### src/source/ghrd_cfg.svh
// ==========================================================================
// board fabric configuration
// key and switch counts, debounce time, reset request pulse lengths and
// the heartbeat half period, all in fpga_clk_50 cycles (50 MHz)
// ==========================================================================

`ifndef GHRD_CFG_SVH
`define GHRD_CFG_SVH

// --------------------------------------------------------------------------
// board i/o counts
// --------------------------------------------------------------------------
`define GHRD_KEY_COUNT          2         // push keys, active low
`define GHRD_SW_COUNT           4         // dip switches

// --------------------------------------------------------------------------
// key filter
// --------------------------------------------------------------------------
`define GHRD_DEBOUNCE_CYCLES    50000     // 1 ms at 50 MHz

// --------------------------------------------------------------------------
// hps reset request pulse lengths
// --------------------------------------------------------------------------
`define GHRD_COLD_STRETCH       6         // cold reset request
`define GHRD_WARM_STRETCH       2         // warm reset request
`define GHRD_DEBUG_STRETCH      32        // debug reset request

// --------------------------------------------------------------------------
// heartbeat
// --------------------------------------------------------------------------
// 0.5 s high, 0.5 s low -> 1 Hz blink
`define GHRD_BLINK_HALF_PERIOD  25000000

`endif

### src/source/ghrd_pkg.sv
// ==========================================================================
// board fabric types
// vector types for keys, switches, leds, the trace event word and the
// reset request lines, plus the reset pulse stretcher state encoding
// ==========================================================================

`include "ghrd_cfg.svh"

package ghrd_pkg;

  // ========================================================================
  // board i/o vectors
  // ========================================================================
  typedef logic [`GHRD_KEY_COUNT-1:0] key_t;    // raw or debounced keys
  typedef logic [`GHRD_SW_COUNT-1:0]  switch_t; // dip switches

  // led bits driven by the processor pio
  typedef logic [6:0] led_pio_t;

  // board leds, bit 0 heartbeat, bits 7..1 from led_pio_t
  typedef logic [7:0] led_t;

  // ========================================================================
  // hps side vectors
  // ========================================================================
  // stm trace hw event word
  // {15 zeros, switches, led pio, debounced keys}
  typedef logic [27:0] hw_events_t;

  // reset request lines, bit 0 cold, bit 1 warm, bit 2 debug
  typedef logic [2:0] reset_req_t;

  // ========================================================================
  // reset pulse stretcher fsm
  // ========================================================================
  typedef enum logic
  {
    st_idle,        // waiting for a rising request edge
    st_stretching   // holding the request output low
  } stretch_state_e;

endpackage

### src/source/ghrd_fabric_top.sv
// ==========================================================================
// board fabric top level
// key debouncing, hps cold / warm / debug reset request pulses, the
// heartbeat led and the stm hw event word around the processor system
// ==========================================================================

`timescale 1ns/1ps

`include "ghrd_cfg.svh"

module ghrd_fabric_top
#(
  parameter int debounce_cycles   = `GHRD_DEBOUNCE_CYCLES,
  parameter int cold_stretch      = `GHRD_COLD_STRETCH,
  parameter int warm_stretch      = `GHRD_WARM_STRETCH,
  parameter int debug_stretch     = `GHRD_DEBUG_STRETCH,
  parameter int blink_half_period = `GHRD_BLINK_HALF_PERIOD
)
(
  input  logic                 fpga_clk_50,
  input  logic                 hps_fpga_reset_n,   // h2f reset from the hps

  // board i/o
  input  ghrd_pkg::key_t       key,                // push keys, active low
  input  ghrd_pkg::switch_t    sw,                 // dip switches
  output ghrd_pkg::led_t       led,

  // processor side
  input  ghrd_pkg::led_pio_t   led_pio,            // led pio export
  input  ghrd_pkg::reset_req_t reset_req,          // {debug, warm, cold}
  output ghrd_pkg::key_t       keys_clean,         // to the button pio
  output logic                 cold_reset_req_n,
  output logic                 warm_reset_req_n,
  output logic                 debug_reset_req_n,
  output ghrd_pkg::hw_events_t hw_events           // stm trace events
);

  // zero padding on top of the event word
  localparam int pad_w = $bits(ghrd_pkg::hw_events_t) - $bits(ghrd_pkg::switch_t)
                         - $bits(ghrd_pkg::led_pio_t) - $bits(ghrd_pkg::key_t);

  logic heartbeat;

  // ========================================================================
  // key debounce
  // ========================================================================
  key_debouncer
  #(
    .key_count       (`GHRD_KEY_COUNT),
    .debounce_cycles (debounce_cycles)
  )
  u_key_debouncer
  (
    .fpga_clk_50      (fpga_clk_50),
    .hps_fpga_reset_n (hps_fpga_reset_n),
    .key_raw          (key),
    .key_clean        (keys_clean)
  );

  // ========================================================================
  // hps reset requests, one stretcher per line
  // ========================================================================
  reset_pulse_stretcher #(.stretch_cycles(cold_stretch)) u_cold_stretch
  (
    .fpga_clk_50      (fpga_clk_50),
    .hps_fpga_reset_n (hps_fpga_reset_n),
    .request          (reset_req[0]),   // cold
    .reset_req_n      (cold_reset_req_n)
  );

  reset_pulse_stretcher #(.stretch_cycles(warm_stretch)) u_warm_stretch
  (
    .fpga_clk_50      (fpga_clk_50),
    .hps_fpga_reset_n (hps_fpga_reset_n),
    .request          (reset_req[1]),   // warm
    .reset_req_n      (warm_reset_req_n)
  );

  reset_pulse_stretcher #(.stretch_cycles(debug_stretch)) u_debug_stretch
  (
    .fpga_clk_50      (fpga_clk_50),
    .hps_fpga_reset_n (hps_fpga_reset_n),
    .request          (reset_req[2]),   // debug
    .reset_req_n      (debug_reset_req_n)
  );

  // ========================================================================
  // heartbeat
  // ========================================================================
  heartbeat_blinker #(.half_period(blink_half_period)) u_heartbeat
  (
    .fpga_clk_50      (fpga_clk_50),
    .hps_fpga_reset_n (hps_fpga_reset_n),
    .heartbeat        (heartbeat)
  );

  // ========================================================================
  // output packing
  // ========================================================================
  assign led = {led_pio, heartbeat};   // pio bits on top, heartbeat on bit 0

  // {zeros, switches, led pio, debounced keys}
  assign hw_events = {{pad_w{1'b0}}, sw, led_pio, keys_clean};

endmodule

### src/source/heartbeat_blinker.sv
// ==========================================================================
// heartbeat blinker
// free running counter that toggles the heartbeat led every half_period
// clocks, 1 Hz at 50 MHz with the default half period
// ==========================================================================

`timescale 1ns/1ps

`include "ghrd_cfg.svh"

module heartbeat_blinker
#(
  parameter int half_period = `GHRD_BLINK_HALF_PERIOD   // clocks per level
)
(
  input  logic fpga_clk_50,
  input  logic hps_fpga_reset_n,
  output logic heartbeat        // drives led bit 0
);

  // counter runs 0 .. half_period-1
  localparam int cnt_w = (half_period > 1) ? $clog2(half_period) : 1;
  localparam logic [cnt_w-1:0] cnt_last = cnt_w'(half_period - 1);

  logic [cnt_w-1:0] cnt;

  // ========================================================================
  // counter and toggle
  // ========================================================================
  always_ff @(posedge fpga_clk_50 or negedge hps_fpga_reset_n)
  begin
    if (!hps_fpga_reset_n)
    begin
      cnt       <= '0;
      heartbeat <= 1'b0;          // led off out of reset
    end
    else if (cnt == cnt_last)
    begin
      cnt       <= '0;            // wrap
      heartbeat <= ~heartbeat;
    end
    else
    begin
      cnt <= cnt + 1'b1;
    end
  end

endmodule

### src/source/key_debouncer.sv
// ==========================================================================
// push key debouncer
// per key stable time filter, the clean level follows the raw level only
// after the raw level has held its new value for debounce_cycles clocks
// ==========================================================================

`timescale 1ns/1ps

`include "ghrd_cfg.svh"

module key_debouncer
#(
  parameter int key_count       = `GHRD_KEY_COUNT,        // keys to filter
  parameter int debounce_cycles = `GHRD_DEBOUNCE_CYCLES   // hold time, clocks
)
(
  input  logic           fpga_clk_50,
  input  logic           hps_fpga_reset_n,
  input  ghrd_pkg::key_t key_raw,     // straight from the key pins
  output ghrd_pkg::key_t key_clean    // filtered, idle high
);

  // ========================================================================
  // counter sizing
  // ========================================================================
  // counter runs 0 .. debounce_cycles-1, flip happens on the last count
  localparam int cnt_w = (debounce_cycles > 1) ? $clog2(debounce_cycles) : 1;
  localparam logic [cnt_w-1:0] cnt_last = cnt_w'(debounce_cycles - 1);

  // ========================================================================
  // one filter per key
  // ========================================================================
  genvar i;
  generate
    for (i = 0; i < key_count; i++)
    begin : g_key
      logic [cnt_w-1:0] cnt;      // consecutive disagreeing samples
      logic             clean_q;  // filtered level of this key
      logic             differ;   // raw level disagrees with clean level

      assign differ = key_raw[i] ^ clean_q;

      always_ff @(posedge fpga_clk_50 or negedge hps_fpga_reset_n)
      begin
        if (!hps_fpga_reset_n)
        begin
          cnt     <= '0;
          clean_q <= 1'b1;          // keys are active low, released = 1
        end
        else if (!differ)
        begin
          cnt <= '0;                // any agreement restarts the count
        end
        else if (cnt == cnt_last)
        begin
          // raw level held for the full window, accept it
          cnt     <= '0;
          clean_q <= key_raw[i];
        end
        else
        begin
          cnt <= cnt + 1'b1;        // still bouncing or still holding
        end
      end

      assign key_clean[i] = clean_q;
    end
  endgenerate

endmodule

### src/source/reset_pulse_stretcher.sv
// ==========================================================================
// reset request pulse stretcher
// a rising edge on the request line gives an active low reset request of
// exactly stretch_cycles clocks, new edges are ignored while it is busy
// ==========================================================================

`timescale 1ns/1ps

`include "ghrd_cfg.svh"

module reset_pulse_stretcher
#(
  parameter int stretch_cycles = `GHRD_COLD_STRETCH   // low time, clocks
)
(
  input  logic fpga_clk_50,
  input  logic hps_fpga_reset_n,
  input  logic request,       // level request, active high
  output logic reset_req_n    // stretched request to the hps, active low
);

  // ========================================================================
  // counter sizing
  // ========================================================================
  localparam int cnt_w = (stretch_cycles > 1) ? $clog2(stretch_cycles) : 1;
  localparam logic [cnt_w-1:0] cnt_last = cnt_w'(stretch_cycles - 1);

  ghrd_pkg::stretch_state_e state;
  logic                     request_q;  // request one clock ago
  logic                     req_rise;   // 0 -> 1 on the request line
  logic [cnt_w-1:0]         cnt;        // cycles spent stretching

  // ========================================================================
  // edge detect
  // ========================================================================
  assign req_rise = request & ~request_q;

  // held at 1 in reset so a request line already high when the hps
  // releases reset does not fire another reset request straight away
  always_ff @(posedge fpga_clk_50 or negedge hps_fpga_reset_n)
  begin
    if (!hps_fpga_reset_n)
      request_q <= 1'b1;
    else
      request_q <= request;
  end

  // ========================================================================
  // stretch fsm
  // ========================================================================
  always_ff @(posedge fpga_clk_50 or negedge hps_fpga_reset_n)
  begin
    if (!hps_fpga_reset_n)
    begin
      state <= ghrd_pkg::st_idle;
      cnt   <= '0;
    end
    else
    begin
      case (state)
        ghrd_pkg::st_idle:
        begin
          if (req_rise)
          begin
            state <= ghrd_pkg::st_stretching;
            cnt   <= '0;
          end
        end
        ghrd_pkg::st_stretching:
        begin
          // request line not looked at in here
          if (cnt == cnt_last)
          begin
            state <= ghrd_pkg::st_idle;
            cnt   <= '0;
          end
          else
          begin
            cnt <= cnt + 1'b1;
          end
        end
        default:
        begin
          state <= ghrd_pkg::st_idle;
        end
      endcase
    end
  end

  // registered output, trails the fsm by one clock
  // low for exactly the stretch_cycles clocks that the fsm is busy
  always_ff @(posedge fpga_clk_50 or negedge hps_fpga_reset_n)
  begin
    if (!hps_fpga_reset_n)
      reset_req_n <= 1'b1;                          // no request out of reset
    else
      reset_req_n <= (state == ghrd_pkg::st_idle);
  end

endmodule

### config.mk
export PLATFORM = sky130hd
export DESIGN_NAME = ghrd_fabric_top
export DESIGN_NICKNAME = d
export VERILOG_FILES = /design/src/source/ghrd_pkg.sv /design/src/source/ghrd_fabric_top.sv /design/src/source/heartbeat_blinker.sv /design/src/source/key_debouncer.sv /design/src/source/reset_pulse_stretcher.sv
export VERILOG_INCLUDE_DIRS = /design/src /design/src/source
export SDC_FILE = /design/constraint.sdc
export NUM_CORES = 1
export LEC_CHECK = 0
export ABC_AREA = 1
export BUFFER_PORTS_ARGS = -buffer_cell sky130_fd_sc_hd__buf_4
export CAP_MARGIN = 20
export CORE_ASPECT_RATIO = 0.5
export CORE_MARGIN = 5
export CORE_UTILIZATION = 55
export CTS_CLUSTER_SIZE = 25
export DETAILED_ROUTE_END_ITERATION = 10
export PLACE_DENSITY = 0.86
export SYNTH_ARGS = -nofsm -noshare
export SYNTH_HDL_FRONTEND = slang
export SYNTH_SLANG_ARGS = --single-unit
### constraint.sdc
create_clock -name fpga_clk_50 -period 4 [get_ports fpga_clk_50]
set_input_delay 0.2 -clock fpga_clk_50 [delete_from_list [all_inputs] [get_ports fpga_clk_50]]
set_output_delay 0.2 -clock fpga_clk_50 [all_outputs]
set_load 0.01 [all_outputs]
# Yosys cells after proc, flatten, opt, wreduce, memory -nomap -nowiden
# Index checks and enable logic that the tools add are counted.
# totals
register_bits	78
elab_cells	69
# classes
n_addsub	6
eq_ne	8
muxes	23
bitwise	12
reduce_logical	2
# op_table
operator	n
16-bit two-way mux	4
16-bit by 1-bit adder with 16-bit output (second input constant)	2
16-bit == test (second input constant)	2
25-bit by 1-bit adder with 25-bit output (second input constant)	1
25-bit == test (second input constant)	1
25-bit two-way mux	1
5-bit two-way mux	2
5-bit case mux with 2 select lines	1
1-bit two-way mux	8
1-bit case mux with 2 select lines	4
1-bit inverter	7
3-bit two-way mux	2
2-bit by 1-bit != test with 1-bit output (second input constant)	3
3-bit case mux with 2 select lines	1
5-bit by 1-bit adder with 5-bit output (second input constant)	1
5-bit == test (second input constant)	1
2-bit AND reduction	2
3-bit by 1-bit adder with 3-bit output (second input constant)	1
1-bit bitwise AND	3
3-bit == test (second input constant)	1
1-bit XOR	2
1-bit adder (second input constant)	1

# Longest topological paths before layout
# Gate-level depths: netlist (run 1).
# depth
word_depth	4
depth_mapped	8
ltp_nobuf	8

# Modules after synthesis
# Synthesis (run 1) repeated with hierarchy kept, for this count alone.
# hier_totals
cells_unflattened	597
area_unflattened_um2	4635.7
# modules_own_cells
module	instances	cells_per_inst	area_each_um2	seq_area_each_um2
key_debouncer	1	253	1954.4	853.3
heartbeat_blinker	1	223	1640.3	650.6
reset_pulse_stretcher at u_debug_stretch	1	39	367.9	202.7
ghrd_fabric_top	1	37	274.0	0.0
reset_pulse_stretcher at u_cold_stretch	1	31	257.7	152.6
reset_pulse_stretcher at u_warm_stretch	1	14	141.4	102.6

# Worst setup path after synthesis (run 1)
# Ideal clock, no wire load.
# synth_path
kind	flip-flop to flip-flop
startpoint	register u_heartbeat.cnt[0]
endpoint	register u_heartbeat.cnt[20]
setup_ns	0.119
arrival_time_ns	1.212
required_ns	3.881
slack_ns	2.669
path_stages_with_launch	9
n_path_buf	0
cell_sequence	dfrtp_1 ha_1 nand2_1 nor2_4 nand2_4 nor2_2 nand2_2 nand2_1 nor2_1
# synth_between
elab_chain_len	2
elab_cells_between_ends	3
classes_between	add/sub: 1; eq/ne: 1; mux: 1
# synth_rtl
item	line	text
from (decl)	heartbeat_blinker.sv:25	logic [cnt_w-1:0] cnt;
from (signal assigned)	heartbeat_blinker.sv:44	cnt <= cnt + 1'b1;
25-bit by 1-bit adder with 25-bit output / 25-bit == test (equally long branches)	heartbeat_blinker.sv:44, heartbeat_blinker.sv:37	
25-bit two-way mux (*)	heartbeat_blinker.sv:37	else if (cnt == cnt_last)
# Every way passes the cells marked *; elsewhere a longest branch is shown, timed or not.
# A chain may end at the register's enable or synchronous reset.

# Worst setup path in the final report (run 1)
# layout_path
startpoint	register u_key_debouncer.g_key[0].cnt[0]
endpoint	register u_key_debouncer.g_key[0].cnt[3]
# layout_between
elab_chain_len	3
elab_cells_between_ends	4
classes_between	add/sub: 1; eq/ne: 1; mux: 2
# layout_rtl
item	line	text
from (decl)	key_debouncer.sv:37	logic [cnt_w-1:0] cnt;
from (signal assigned)	key_debouncer.sv:62	cnt <= cnt + 1'b1;
16-bit by 1-bit adder with 16-bit output / 16-bit == test (equally long branches)	key_debouncer.sv:62, key_debouncer.sv:54	
16-bit two-way mux (*)	key_debouncer.sv:54	else if (cnt == cnt_last)
16-bit two-way mux (*)	key_debouncer.sv:50	else if (!differ)
# Marks and branches as above.

==> flow_summary_export.csv, run 1 <==
group,metric,value,unit
outcome,status,"finished, final reports clean",
synthesis,syn_area,0.00442,mm²
worst_setup_path,critical_path.top_delay_family,"simple AND/OR/NAND/NOR gates",
routing,drtIter0Drc,148,
synthesis,yosysUniqueCellTypes,28,
sta,max_freq,649,MHz
routing,dr.max_layer_used,"met4",
clock_tree,tritoncts,"built",
worst_setup_path,crit_path_end_kind,"flop",
die,num_io_pins,59,
placement,place_congestion,0.876,
clock_tree,cts_resized,0,
die,die-area,0.0100,mm²
run,drv_cap,0,
sta,finClkSkew,0.00364,ns
layout,area_delta_synth_final,8.37,%
sta,setup_viol,0,
worst_hold_path,min_to,"u_key_debouncer.g_key[1].clean_q",
clock_tree,clk_pin_slew,0.06,ns
layout,antennaDiodeCount,0,
clock_tree,post_cts_buffers,0,
global_route,grt_use_total,18.3,%
die,die_h,73.4,µm
sta,fin_ws,2.46,ns
die,start_util,55.9,%
synthesis,avgSynthCellArea,7.67,µm²
worst_setup_path,crit_path_start_kind,"flop",
worst_setup_path,crit_chain,"ha_1 > nand3_1 > nor2_1 > nand3_1 > nand2_1 > nor2_1",
clock_tree,root_buffer,"clkbuf_16",
die,row_count,23,
routing,met1Wirelength,3680,µm
clock_tree,cts_buffers,9,
clock_tree,postCtsHoldBufs,3,
placement,portBuffers,14,
synthesis,synthSimpleGateAreaFrac,32.4,%
sta,finalHoldViolations,0,
global_route,grt_pass1_wl,14600,µm
worst_setup_path,path_buf_inv,0,
synthesis,ys_seq_area_share,44.3,%
die,core_region_area,0.00791,mm²
synthesis,synth_top_family_by_area,"simple AND/OR/NAND/NOR gates",
worst_setup_path,critPathArrivalTime,1.76,ns
power_and_ir_drop,power_density,408,mW/mm²
sta,fin_tns_setup,0,ns
worst_setup_path,r2r_start,"u_key_debouncer.g_key[0].cnt[0]",
worst_hold_path,hold_path.startpoint,"key[1]",
power_and_ir_drop,vdd_drop_max,0.000218,V
layout,final_common_cell,"nand2_1",
sta,slew_headroom,63.7,%
routing,firstDrtPassIters,4,
placement,pre_cts_slack,2.48,ns
routing,routed_wl,8210,µm
placement,place_inst,679,
layout,utilization,60.6,%
synthesis,synth_xor_area_share,5.74,%
synthesis,synth_mux_area_share,0,%
global_route,grt_overflow,0,
clock_tree,clock_path_buffers,2,
worst_setup_path,r2r_cells,6,
global_route,grt_max_degree,79,
sta,rsz0062_at_grt,"false",
synthesis,synth_fa_ha_area_share,1.41,%
worst_setup_path,r2r_slack,2.46,ns
sta,hold_ws,0.103,ns
worst_hold_path,hold_depth,3,
synthesis,yosysWarnings,0,
sta,maxSlewViolCount,0,
layout,final_cell_mix,"nand2_1 (126), nor2_1 (120), dfrtp_1 (70)",
layout,fillers,707,
sta,finalCritPeriodShare,38.5,%
routing,dr_wl_met3,508,µm
worst_setup_path,critPathMaxFanout,7,
worst_setup_path,critPathKind,"flop to flop",
layout,nets,606,
layout,drive_above_1_share,9.71,%
routing,drt-vias-per-instance,4.96,
layout,final_cells,699,
synthesis,netlist_instances,577,
placement,hpwl,5970,µm
synthesis,synth_compound_area_share,3.70,%
worst_setup_path,worstPathRequired,4.22,ns
die,die_w,137,µm
synthesis,synth_seq_cells,78,
synthesis,synthArstFlopShare,100,%
sta,post-route-min-period,1.54,ns
power_and_ir_drop,leakage,2.32,nW
global_route,grt_pass1_vias,3314,
routing,drc_errors,0,
worst_setup_path,slowest_delay,0.44,ns
layout,regArea,0.00196,mm²
sta,worst_slew_pin_slew,0.539,ns
worst_hold_path,hp-class,"primary input to flop",
clock_tree,clock_latency,0.34,ns
layout,multi_input_area,0.00197,mm²
routing,vias,3469,
clock_tree,htree_levels,3,
routing,avgRoutedWirePerCell,11.7,µm
synthesis,ys.flop_type,"dfrtp_1",
routing,final_antenna_net_count,0,
synthesis,synth_edf_count,0,
routing,wl_met2,3910,µm
worst_setup_path,r2r-end,"u_key_debouncer.g_key[0].cnt[3]",
worst_setup_path,critical_path.slowest_cell,"dfrtp_1",
clock_tree,clock-sinks,78,
global_route,antenna_found_initial,0,
[power by group]
group	switching, mW	total [mW]	internal, mW
registers	0.0553	0.932	0.877
logic	0.129	0.224	0.0949
clock network	0.308	0.802	0.494
[final cells by class]
cell class | instances | area share [%]
multi-input cells | 406 | 41.1
flip-flops and latches | 78 | 40.9
inverters | 69 | 5.40
clock buffers | 11 | 5.06
repair buffers | 19 | 3.60
well taps | 112 | 2.92
clock inverters | 4 | 0.992
[flip-flops by register name, summed over array words and instances (netlist names), 2 cells and up]
signal,count
u_heartbeat.cnt,25
u_key_debouncer.g_key.cnt,32
u_cold_stretch.cnt,3
u_debug_stretch.cnt,5
u_key_debouncer.g_key.clean_q,2
[cells by family (layout without fill, tap and decap cells)]
family	count (synthesis)	count (layout)
buf+inv	107	103
flops	78	78
other cells	1	15
simple gates	328	328
xor+xnor	29	29
fa+ha+maj	5	5
compound gates	29	29
[worst min-delay path: stages]
cell and delay (ns):
buf_4 0.12, nand3_1 0.07, nand2_1 0.05
[worst max-delay path by stage]
| stage | cells after the start | slack, ns | end | start |
|---|---|---|---|---|
| floorplan | 8 | 2.67 | u_heartbeat.cnt[20] | u_heartbeat.cnt[0] |
| global placement | 6 | 2.53 | u_key_debouncer.g_key[1].cnt[8] | u_key_debouncer.g_key[1].cnt[0] |
| detailed placement | 6 | 2.48 | u_key_debouncer.g_key[0].cnt[3] | u_key_debouncer.g_key[0].cnt[0] |
| CTS | 6 | 2.46 | u_key_debouncer.g_key[0].cnt[3] | u_key_debouncer.g_key[0].cnt[0] |
| global route | 6 | 2.29 | u_key_debouncer.g_key[0].cnt[3] | u_key_debouncer.g_key[0].cnt[0] |
| finish | 6 | 2.46 | u_key_debouncer.g_key[0].cnt[3] | u_key_debouncer.g_key[0].cnt[0] |
[Yosys cell counts, types with 2 or more instances]
master | instances | area share [%]
a21oi_1 | 10 | 1.1
and2_1 | 3 | 0.42
buf_4 | 38 | 6.4
dfrtp_1 | 70 | 40
dfstp_2 | 8 | 4.8
ha_1 | 5 | 1.4
inv_1 | 69 | 5.9
nand2_1 | 126 | 11
nand2_2 | 7 | 0.99
nand2_4 | 2 | 0.51
nand3_1 | 39 | 4.4
nand3b_1 | 3 | 0.51
nand4_1 | 7 | 0.99
nor2_1 | 120 | 10
nor2_2 | 5 | 0.71
nor2_4 | 5 | 1.3
nor3_1 | 7 | 0.79
nor3b_1 | 2 | 0.34
o21ai_0 | 11 | 1.2
o21bai_1 | 4 | 0.68
o22ai_1 | 2 | 0.28
xnor2_1 | 3 | 0.59
xor2_1 | 26 | 5.1
[metrics by stage]
stage / area [µm²] / power (mW)
floorplan: 4480 / 1.11
global placement: 4440 / 1.15
detailed placement: 4440 / 1.17
CTS: 4760 / 1.98
global route: 4790 / 2.07
finish: 4790 / 1.96
[routing by layer]
layer | track usage [%] | vias to the layer above
met5 | 0 | -
met4 | 6.31 | 0
met3 | 5.95 | 18
met2 | 30.9 | 81
met1 | 22.4 | 1621
li1 | - | 1749
Power figures use the tool's default switching activity.
==> inputs of run 2 (changes only) <==
Settings changed: ABC_AREA 1 to 0, CORE_UTILIZATION 55 to 52.
Clock period 4 ns to 1.4 ns, I/O delays scaled along.
==> flow_summary_export.csv, run 2 <==
group,metric,value,unit
placement,place_congestion,0.853,
layout,stdcell_area,0.00594,mm²
clock_tree,root_buffer,"clkbuf_16",
die,die_w,134,µm
worst_setup_path,crit_path_end_kind,"flop",
routing,final_antenna_net_count,0,
layout,final_cell_mix,"buf_4 (106), dfrtp_1 (62), nand2_1 (22)",
worst_setup_path,slowest_delay,0.45,ns
layout,final_common_cell,"buf_4",
worst_setup_path,critPathMaxFanout,6,
synthesis,yosysTopAreaCellShare,43.7,%
sta,hold_ws,0.0503,ns
outcome,status,"finished with violations",
sta,rsz0062_at_grt,"true",
layout,reg_top3,"u_key_debouncer.g_key.cnt x32, u_heartbeat.cnt x25, u_debug_stretch.cnt x5",
outcome,violations,"setup timing",
worst_setup_path,critical_path.slowest_cell,"or3_4",
clock_tree,clock-sinks,78,
clock_tree,cts_buffers,9,
synthesis,synth_commonest_cells,"dfrtp_1 (70), buf_4 (39), nor2_1 (37), nand2_1 (28), nand3_1 (22)",
routing,vias,3915,
synthesis,synth_most_common_cell,"dfrtp_1",
worst_setup_path,cp-startpoint,"u_heartbeat.cnt[8]",
global_route,grt_pass1_vias,3670,
synthesis,synth_edf_count,0,
power_and_ir_drop,clkPwrFrac,37.8,%
power_and_ir_drop,swShare,29.6,%
placement,place_inst,566,
power_and_ir_drop,power_density,1050,mW/mm²
layout,area_delta_synth_final,48.3,%
worst_setup_path,worstPathRequired,1.62,ns
synthesis,synth_top_area_cell,"dfrtp_1",
worst_hold_path,hold_depth,2,
global_route,grt_pass1_wl,17100,µm
worst_setup_path,critPathArrivalTime,1.91,ns
placement,portBuffers,14,
worst_setup_path,cp-endpoint,"u_heartbeat.cnt[16]",
die,die_h,72.1,µm
synthesis,yosysWarnings,0,
power_and_ir_drop,leakage,2.53,nW
synthesis,avgSynthCellArea,9.99,µm²
sta,post-route-min-period,1.69,ns
worst_setup_path,critical_path.top_delay_family,"simple AND/OR/NAND/NOR gates",
synthesis,yosys-top-cells-area,"dfrtp_1 (44%), buf_4 (7.3%), dfstp_2 (5.2%)",
layout,fillers,344,
sta,finalCritPeriodShare,121,%
global_route,grt_max_degree,30,
sta,setup_viol,58,
worst_setup_path,crit_path_start_kind,"flop",
worst_setup_path,path_depth,4,
routing,drc_errors,0,
global_route,antenna_found_initial,0,
die,row_count,22,
routing,routed_wl,13700,µm
sta,slew_headroom,63.2,%
layout,final_cells,614,
global_route,grt_overflow,0,
power_and_ir_drop,seqPwrFrac,43.7,%
clock_tree,clock_path_buffers,2,
die,num_io_pins,59,
routing,drtIter0Drc,492,
clock_tree,tritoncts,"built",
sta,worst_slew_pin_slew,0.552,ns
synthesis,ys_seq_area_share,49.0,%
synthesis,yosysUniqueCellTypes,44,
routing,drt-vias-per-instance,6.38,
synthesis,synthArstFlopShare,100,%
synthesis,netlist_instances,401,
placement,hpwl,6390,µm
worst_setup_path,r2r_start,"u_heartbeat.cnt[8]",
sta,fin_ws,-0.291,ns
power_and_ir_drop,internal_power,4.40,mW
worst_hold_path,hp-class,"primary input to flop",
die,die-area,0.00967,mm²
worst_setup_path,crit_chain,"nand3_1 > or3_4 > o31ai_1 > a21oi_2",
worst_setup_path,critPathKind,"flop to flop",
die,core_region_area,0.00740,mm²
run,drv_cap,0,
clock_tree,clock_latency,0.35,ns
worst_setup_path,r2r-end,"u_heartbeat.cnt[16]",
placement,pre_cts_slack,-0.253,ns
global_route,grt_use_total,22.8,%
die,start_util,54.1,%
sta,maxSlewViolCount,0,
placement,placed_cell_area,0.00469,mm²
layout,top_register,"u_key_debouncer.g_key.cnt",
power_and_ir_drop,total_power,6.25,mW
worst_setup_path,r2r_slack,-0.29,ns
sta,finalHoldViolations,0,
worst_setup_path,r2r_cells,4,
power_and_ir_drop,vdd_drop_max,0.00142,V
layout,largest_reg_flops,32,
worst_setup_path,path_buf_inv,0,
sta,finClkSkew,0.00769,ns
power_and_ir_drop,p_sw,1.85,mW
routing,avgRoutedWirePerCell,22.3,µm
routing,firstDrtPassIters,5,
layout,nets,536,
synthesis,ys.flop_type,"dfrtp_1",
layout,drive_above_1_share,51.2,%
synthesis,synth_seq_cells,78,
power_and_ir_drop,p_comb_share,18.5,%
layout,antennaDiodeCount,0,
clock_tree,clk_pin_slew,0.06,ns
clock_tree,htree_levels,3,
sta,max_freq,592,MHz
synthesis,syn_area,0.00401,mm²
==> run 2: timing repair <==
item,in CTS,in global routing
pin swaps,21,41
resized for setup,40,116
cloned,1,1
hold endpoints to repair,70,0
setup endpoints to repair,53,60
hold buffers,5,0
buffers inserted,16,9
==> run 2: how the worst min path moves through the flow <==
stage / end / start / slack (ns)
after detailed placement: u_cold_stretch.cnt[0] / hps_fpga_reset_n / 0.03
final: u_key_debouncer.g_key[1].clean_q / key[1] / 0.05
after floorplan: u_cold_stretch.cnt[0] / hps_fpga_reset_n / -0.23
after global placement: u_cold_stretch.cnt[0] / hps_fpga_reset_n / 0.02
after CTS: u_key_debouncer.g_key[1].clean_q / key[1] / 0.01
after global routing: u_key_debouncer.g_key[1].clean_q / key[1] / 0.05
==> run 2: cell families after synthesis <==
| group | share of synthesized area [%] |
|---|---|
| other | 0.0936 |
| XOR/XNOR | 8.74 |
| multiplexers | 1.31 |
| flip-flops | 49.0 |
| adder cells (fa/ha/maj) | 1.56 |
| AND/OR/NAND/NOR | 24.2 |
| AO/OA/AOI/OAI | 5.90 |
| buffers and inverters | 9.21 |
==> run 2: power groups by stage <==
stage	clock, mW	combinational (mW)	sequential (mW)
5_1_grt	2.51	1.24	2.75
2_1_floorplan	0	0.465	2.70
6_report	2.36	1.16	2.73
3_5_place_dp	0	0.757	2.71
3_3_place_gp	0	0.694	2.68
4_1_cts	2.32	0.888	2.68
==> run 2: metal layers <==
metal | up-vias | GRT usage [%] | share of wire, %
li1 | 1577 | - | -
met1 | 1927 | 23.7 | 35
met2 | 294 | 42.4 | 48
met3 | 117 | 5.06 | 9.0
met4 | 0 | 14.6 | 7.8
met5 | - | 0 | 0
==> run 2: per-stage QoR <==
step / util [%] / TNS, ns
3_5_place_dp: 63.4 / -5.90
6_report: 80.3 / -7.86
5_1_grt: 80.3 / -9.97
2_1_floorplan: - / -0.970
4_1_cts: 71.9 / -2.38
3_3_place_gp: 63.4 / -2.97
==> run 2: final cells by class <==
cell class / count / area [µm²] / share of cell area (%)
flip-flops and latches: 78 / 1970 / 33.2
multi-input cells: 282 / 2440 / 41.0
clock inverters: 7 / 65.1 / 1.09
inverters: 12 / 45.0 / 0.758
clock buffers: 9 / 225 / 3.79
well taps: 96 / 120 / 2.02
repair buffers: 130 / 1080 / 18.1
==> inputs of run 3 (changes only) <==
Settings changed: CAP_MARGIN 20 to unset, CORE_UTILIZATION 52 to 55.
Clock period 1.4 ns to 1.9 ns, I/O delays scaled along.
==> flow_summary_export.csv, run 3 (same netlist as run 2, synthesis figures left out) <==
group,metric,value,unit
global_route,grt_max_degree,44,
global_route,grt_pass1_wl,13300,µm
worst_hold_path,hold_path.startpoint,"key[1]",
worst_setup_path,crit_path_end_kind,"flop",
routing,firstDrtPassIters,4,
die,die_h,70.4,µm
global_route,antenna_found_initial,0,
worst_hold_path,hp-class,"primary input to flop",
sta,setup_viol,0,
worst_setup_path,critical_path.slowest_cell,"dfrtp_1",
worst_setup_path,critPathArrivalTime,1.99,ns
routing,drt-vias-per-instance,5.66,
routing,drc_errors,0,
placement,portBuffers,14,
sta,finalHoldViolations,0,
clock_tree,tritoncts,"built",
layout,area_delta_synth_final,8.59,%
die,num_io_pins,59,
layout,drive_above_1_share,13.1,%
layout,antennaDiodeCount,0,
routing,final_antenna_net_count,0,
layout,nets,430,
worst_setup_path,r2r_slack,0.17,ns
sta,finClkSkew,0.00843,ns
worst_hold_path,hold_depth,2,
worst_setup_path,critPathMaxFanout,9,
global_route,grt_pass1_vias,2936,
clock_tree,cts_resized,0,
layout,final_cell_mix,"dfrtp_1 (70), nor2_1 (37), nand2_1 (28)",
die,start_util,55.6,%
routing,drtIter0Drc,166,
layout,top_register,"u_key_debouncer.g_key.cnt",
die,die-area,0.00920,mm²
layout,utilization,60.3,%
power_and_ir_drop,vdd_drop_max,0.000592,V
worst_setup_path,r2r_cells,4,
global_route,grt_overflow,0,
die,die_w,131,µm
worst_setup_path,path_buf_inv,0,
placement,hpwl,5250,µm
power_and_ir_drop,power_density,921,mW/mm²
sta,fin_tns_setup,0,ns
power_and_ir_drop,leakage,1.84,nW
sta,finalCritPeriodShare,90.9,%
sta,max_freq,579,MHz
sta,post-route-min-period,1.73,ns
clock_tree,clock-sinks,78,
worst_setup_path,crit_chain,"nand4_4 > or3_4 > or3_1 > a21oi_2",
die,core_region_area,0.00721,mm²
worst_setup_path,critical_path.top_delay_family,"simple AND/OR/NAND/NOR gates",
worst_setup_path,r2r-end,"u_heartbeat.cnt[14]",
worst_setup_path,slowest_delay,0.48,ns
placement,place_congestion,0.913,
run,drv_cap,0,
worst_setup_path,critPathKind,"flop to flop",
routing,routed_wl,7730,µm
layout,final_common_cell,"dfrtp_1",
worst_setup_path,crit_path_start_kind,"flop",
layout,fillers,608,
worst_hold_path,min_to,"u_key_debouncer.g_key[1].clean_q",
die,row_count,22,
outcome,status,"finished, final reports clean",
worst_setup_path,r2r_start,"u_heartbeat.cnt[6]",
clock_tree,clk_pin_slew,0.06,ns
clock_tree,clock_path_buffers,2,
routing,vias,2877,
routing,avgRoutedWirePerCell,15.2,µm
layout,reg_top3,"u_key_debouncer.g_key.cnt x32, u_heartbeat.cnt x25, u_debug_stretch.cnt x5",
sta,rsz0062_at_grt,"false",
clock_tree,clock_latency,0.33,ns
layout,largest_reg_flops,32,
clock_tree,root_buffer,"clkbuf_16",
sta,maxSlewViolCount,0,
clock_tree,htree_levels,3,
clock_tree,cts_buffers,9,
global_route,grt_use_total,18.3,%
worst_setup_path,worstPathRequired,2.16,ns
-- run 3: per-layer routing --
metal  share of wire, %  global-route usage, %  vias up
met2                 50                   30.6       72
met5                  0                      0        -
li1                   -                      -     1361
met1                 44                   22.4     1432
met3                5.1                   4.43       12
met4                1.4                   8.21        0
-- run 3: how the worst max path moves through the flow --
| stage | cells past startpoint | endpoint | start | slack (ns) |
|---|---|---|---|---|
| finish | 4 | u_heartbeat.cnt[14] | u_heartbeat.cnt[6] | 0.17 |
| global route | 4 | u_heartbeat.cnt[24] | u_heartbeat.cnt[3] | 0.04 |
| CTS | 4 | u_heartbeat.cnt[14] | u_heartbeat.cnt[3] | 0.17 |
| detailed placement | 4 | u_heartbeat.cnt[14] | u_heartbeat.cnt[3] | 0.19 |
| global placement | 5 | u_key_debouncer.g_key[0].cnt[14] | u_key_debouncer.g_key[0].cnt[0] | 0.27 |
| floorplan | 6 | u_key_debouncer.g_key[0].cnt[10] | u_key_debouncer.g_key[0].cnt[0] | 0.31 |
-- run 3: final cells by class --
| class | instances | area, µm² | share of cell area [%] |
|---|---|---|---|
| clock inverters | 4 | 31.3 | 0.719 |
| flip-flops and latches | 78 | 1960 | 45.1 |
| inverters | 12 | 45.0 | 1.04 |
| multi-input cells | 280 | 1730 | 39.7 |
| clock buffers | 12 | 246 | 5.66 |
| repair buffers | 26 | 218 | 5.00 |
| well taps | 96 | 120 | 2.76 |
-- run 3: report_power, final --
part	switching [mW]	internal, mW	total [mW]
sequential	0.124	1.85	1.97
clock	0.659	0.925	1.58
combinational	0.255	0.195	0.450
total	1.04	2.97	4.01
-- run 3: repair_timing --
action | in CTS | in global routing
endpoints found under the hold margin | 34 | 0
buffers inserted | 0 | 0
hold buffers | 4 | 0
-- run 3: through the flow --
stage          hold WS, ns  worst slack [ns]  cells  cell area [µm²]  power [mW]
2_1_floorplan       -0.201             0.306    415             4060        2.31
3_3_place_gp        0.0799             0.273    488             4030        2.40
3_5_place_dp        0.0847             0.190    488             4030        2.44
4_1_cts            0.00703             0.168    508             4350        4.04
5_1_grt            0.00698            0.0394    508             4350        4.21
6_report            0.0154             0.173    508             4350        4.01
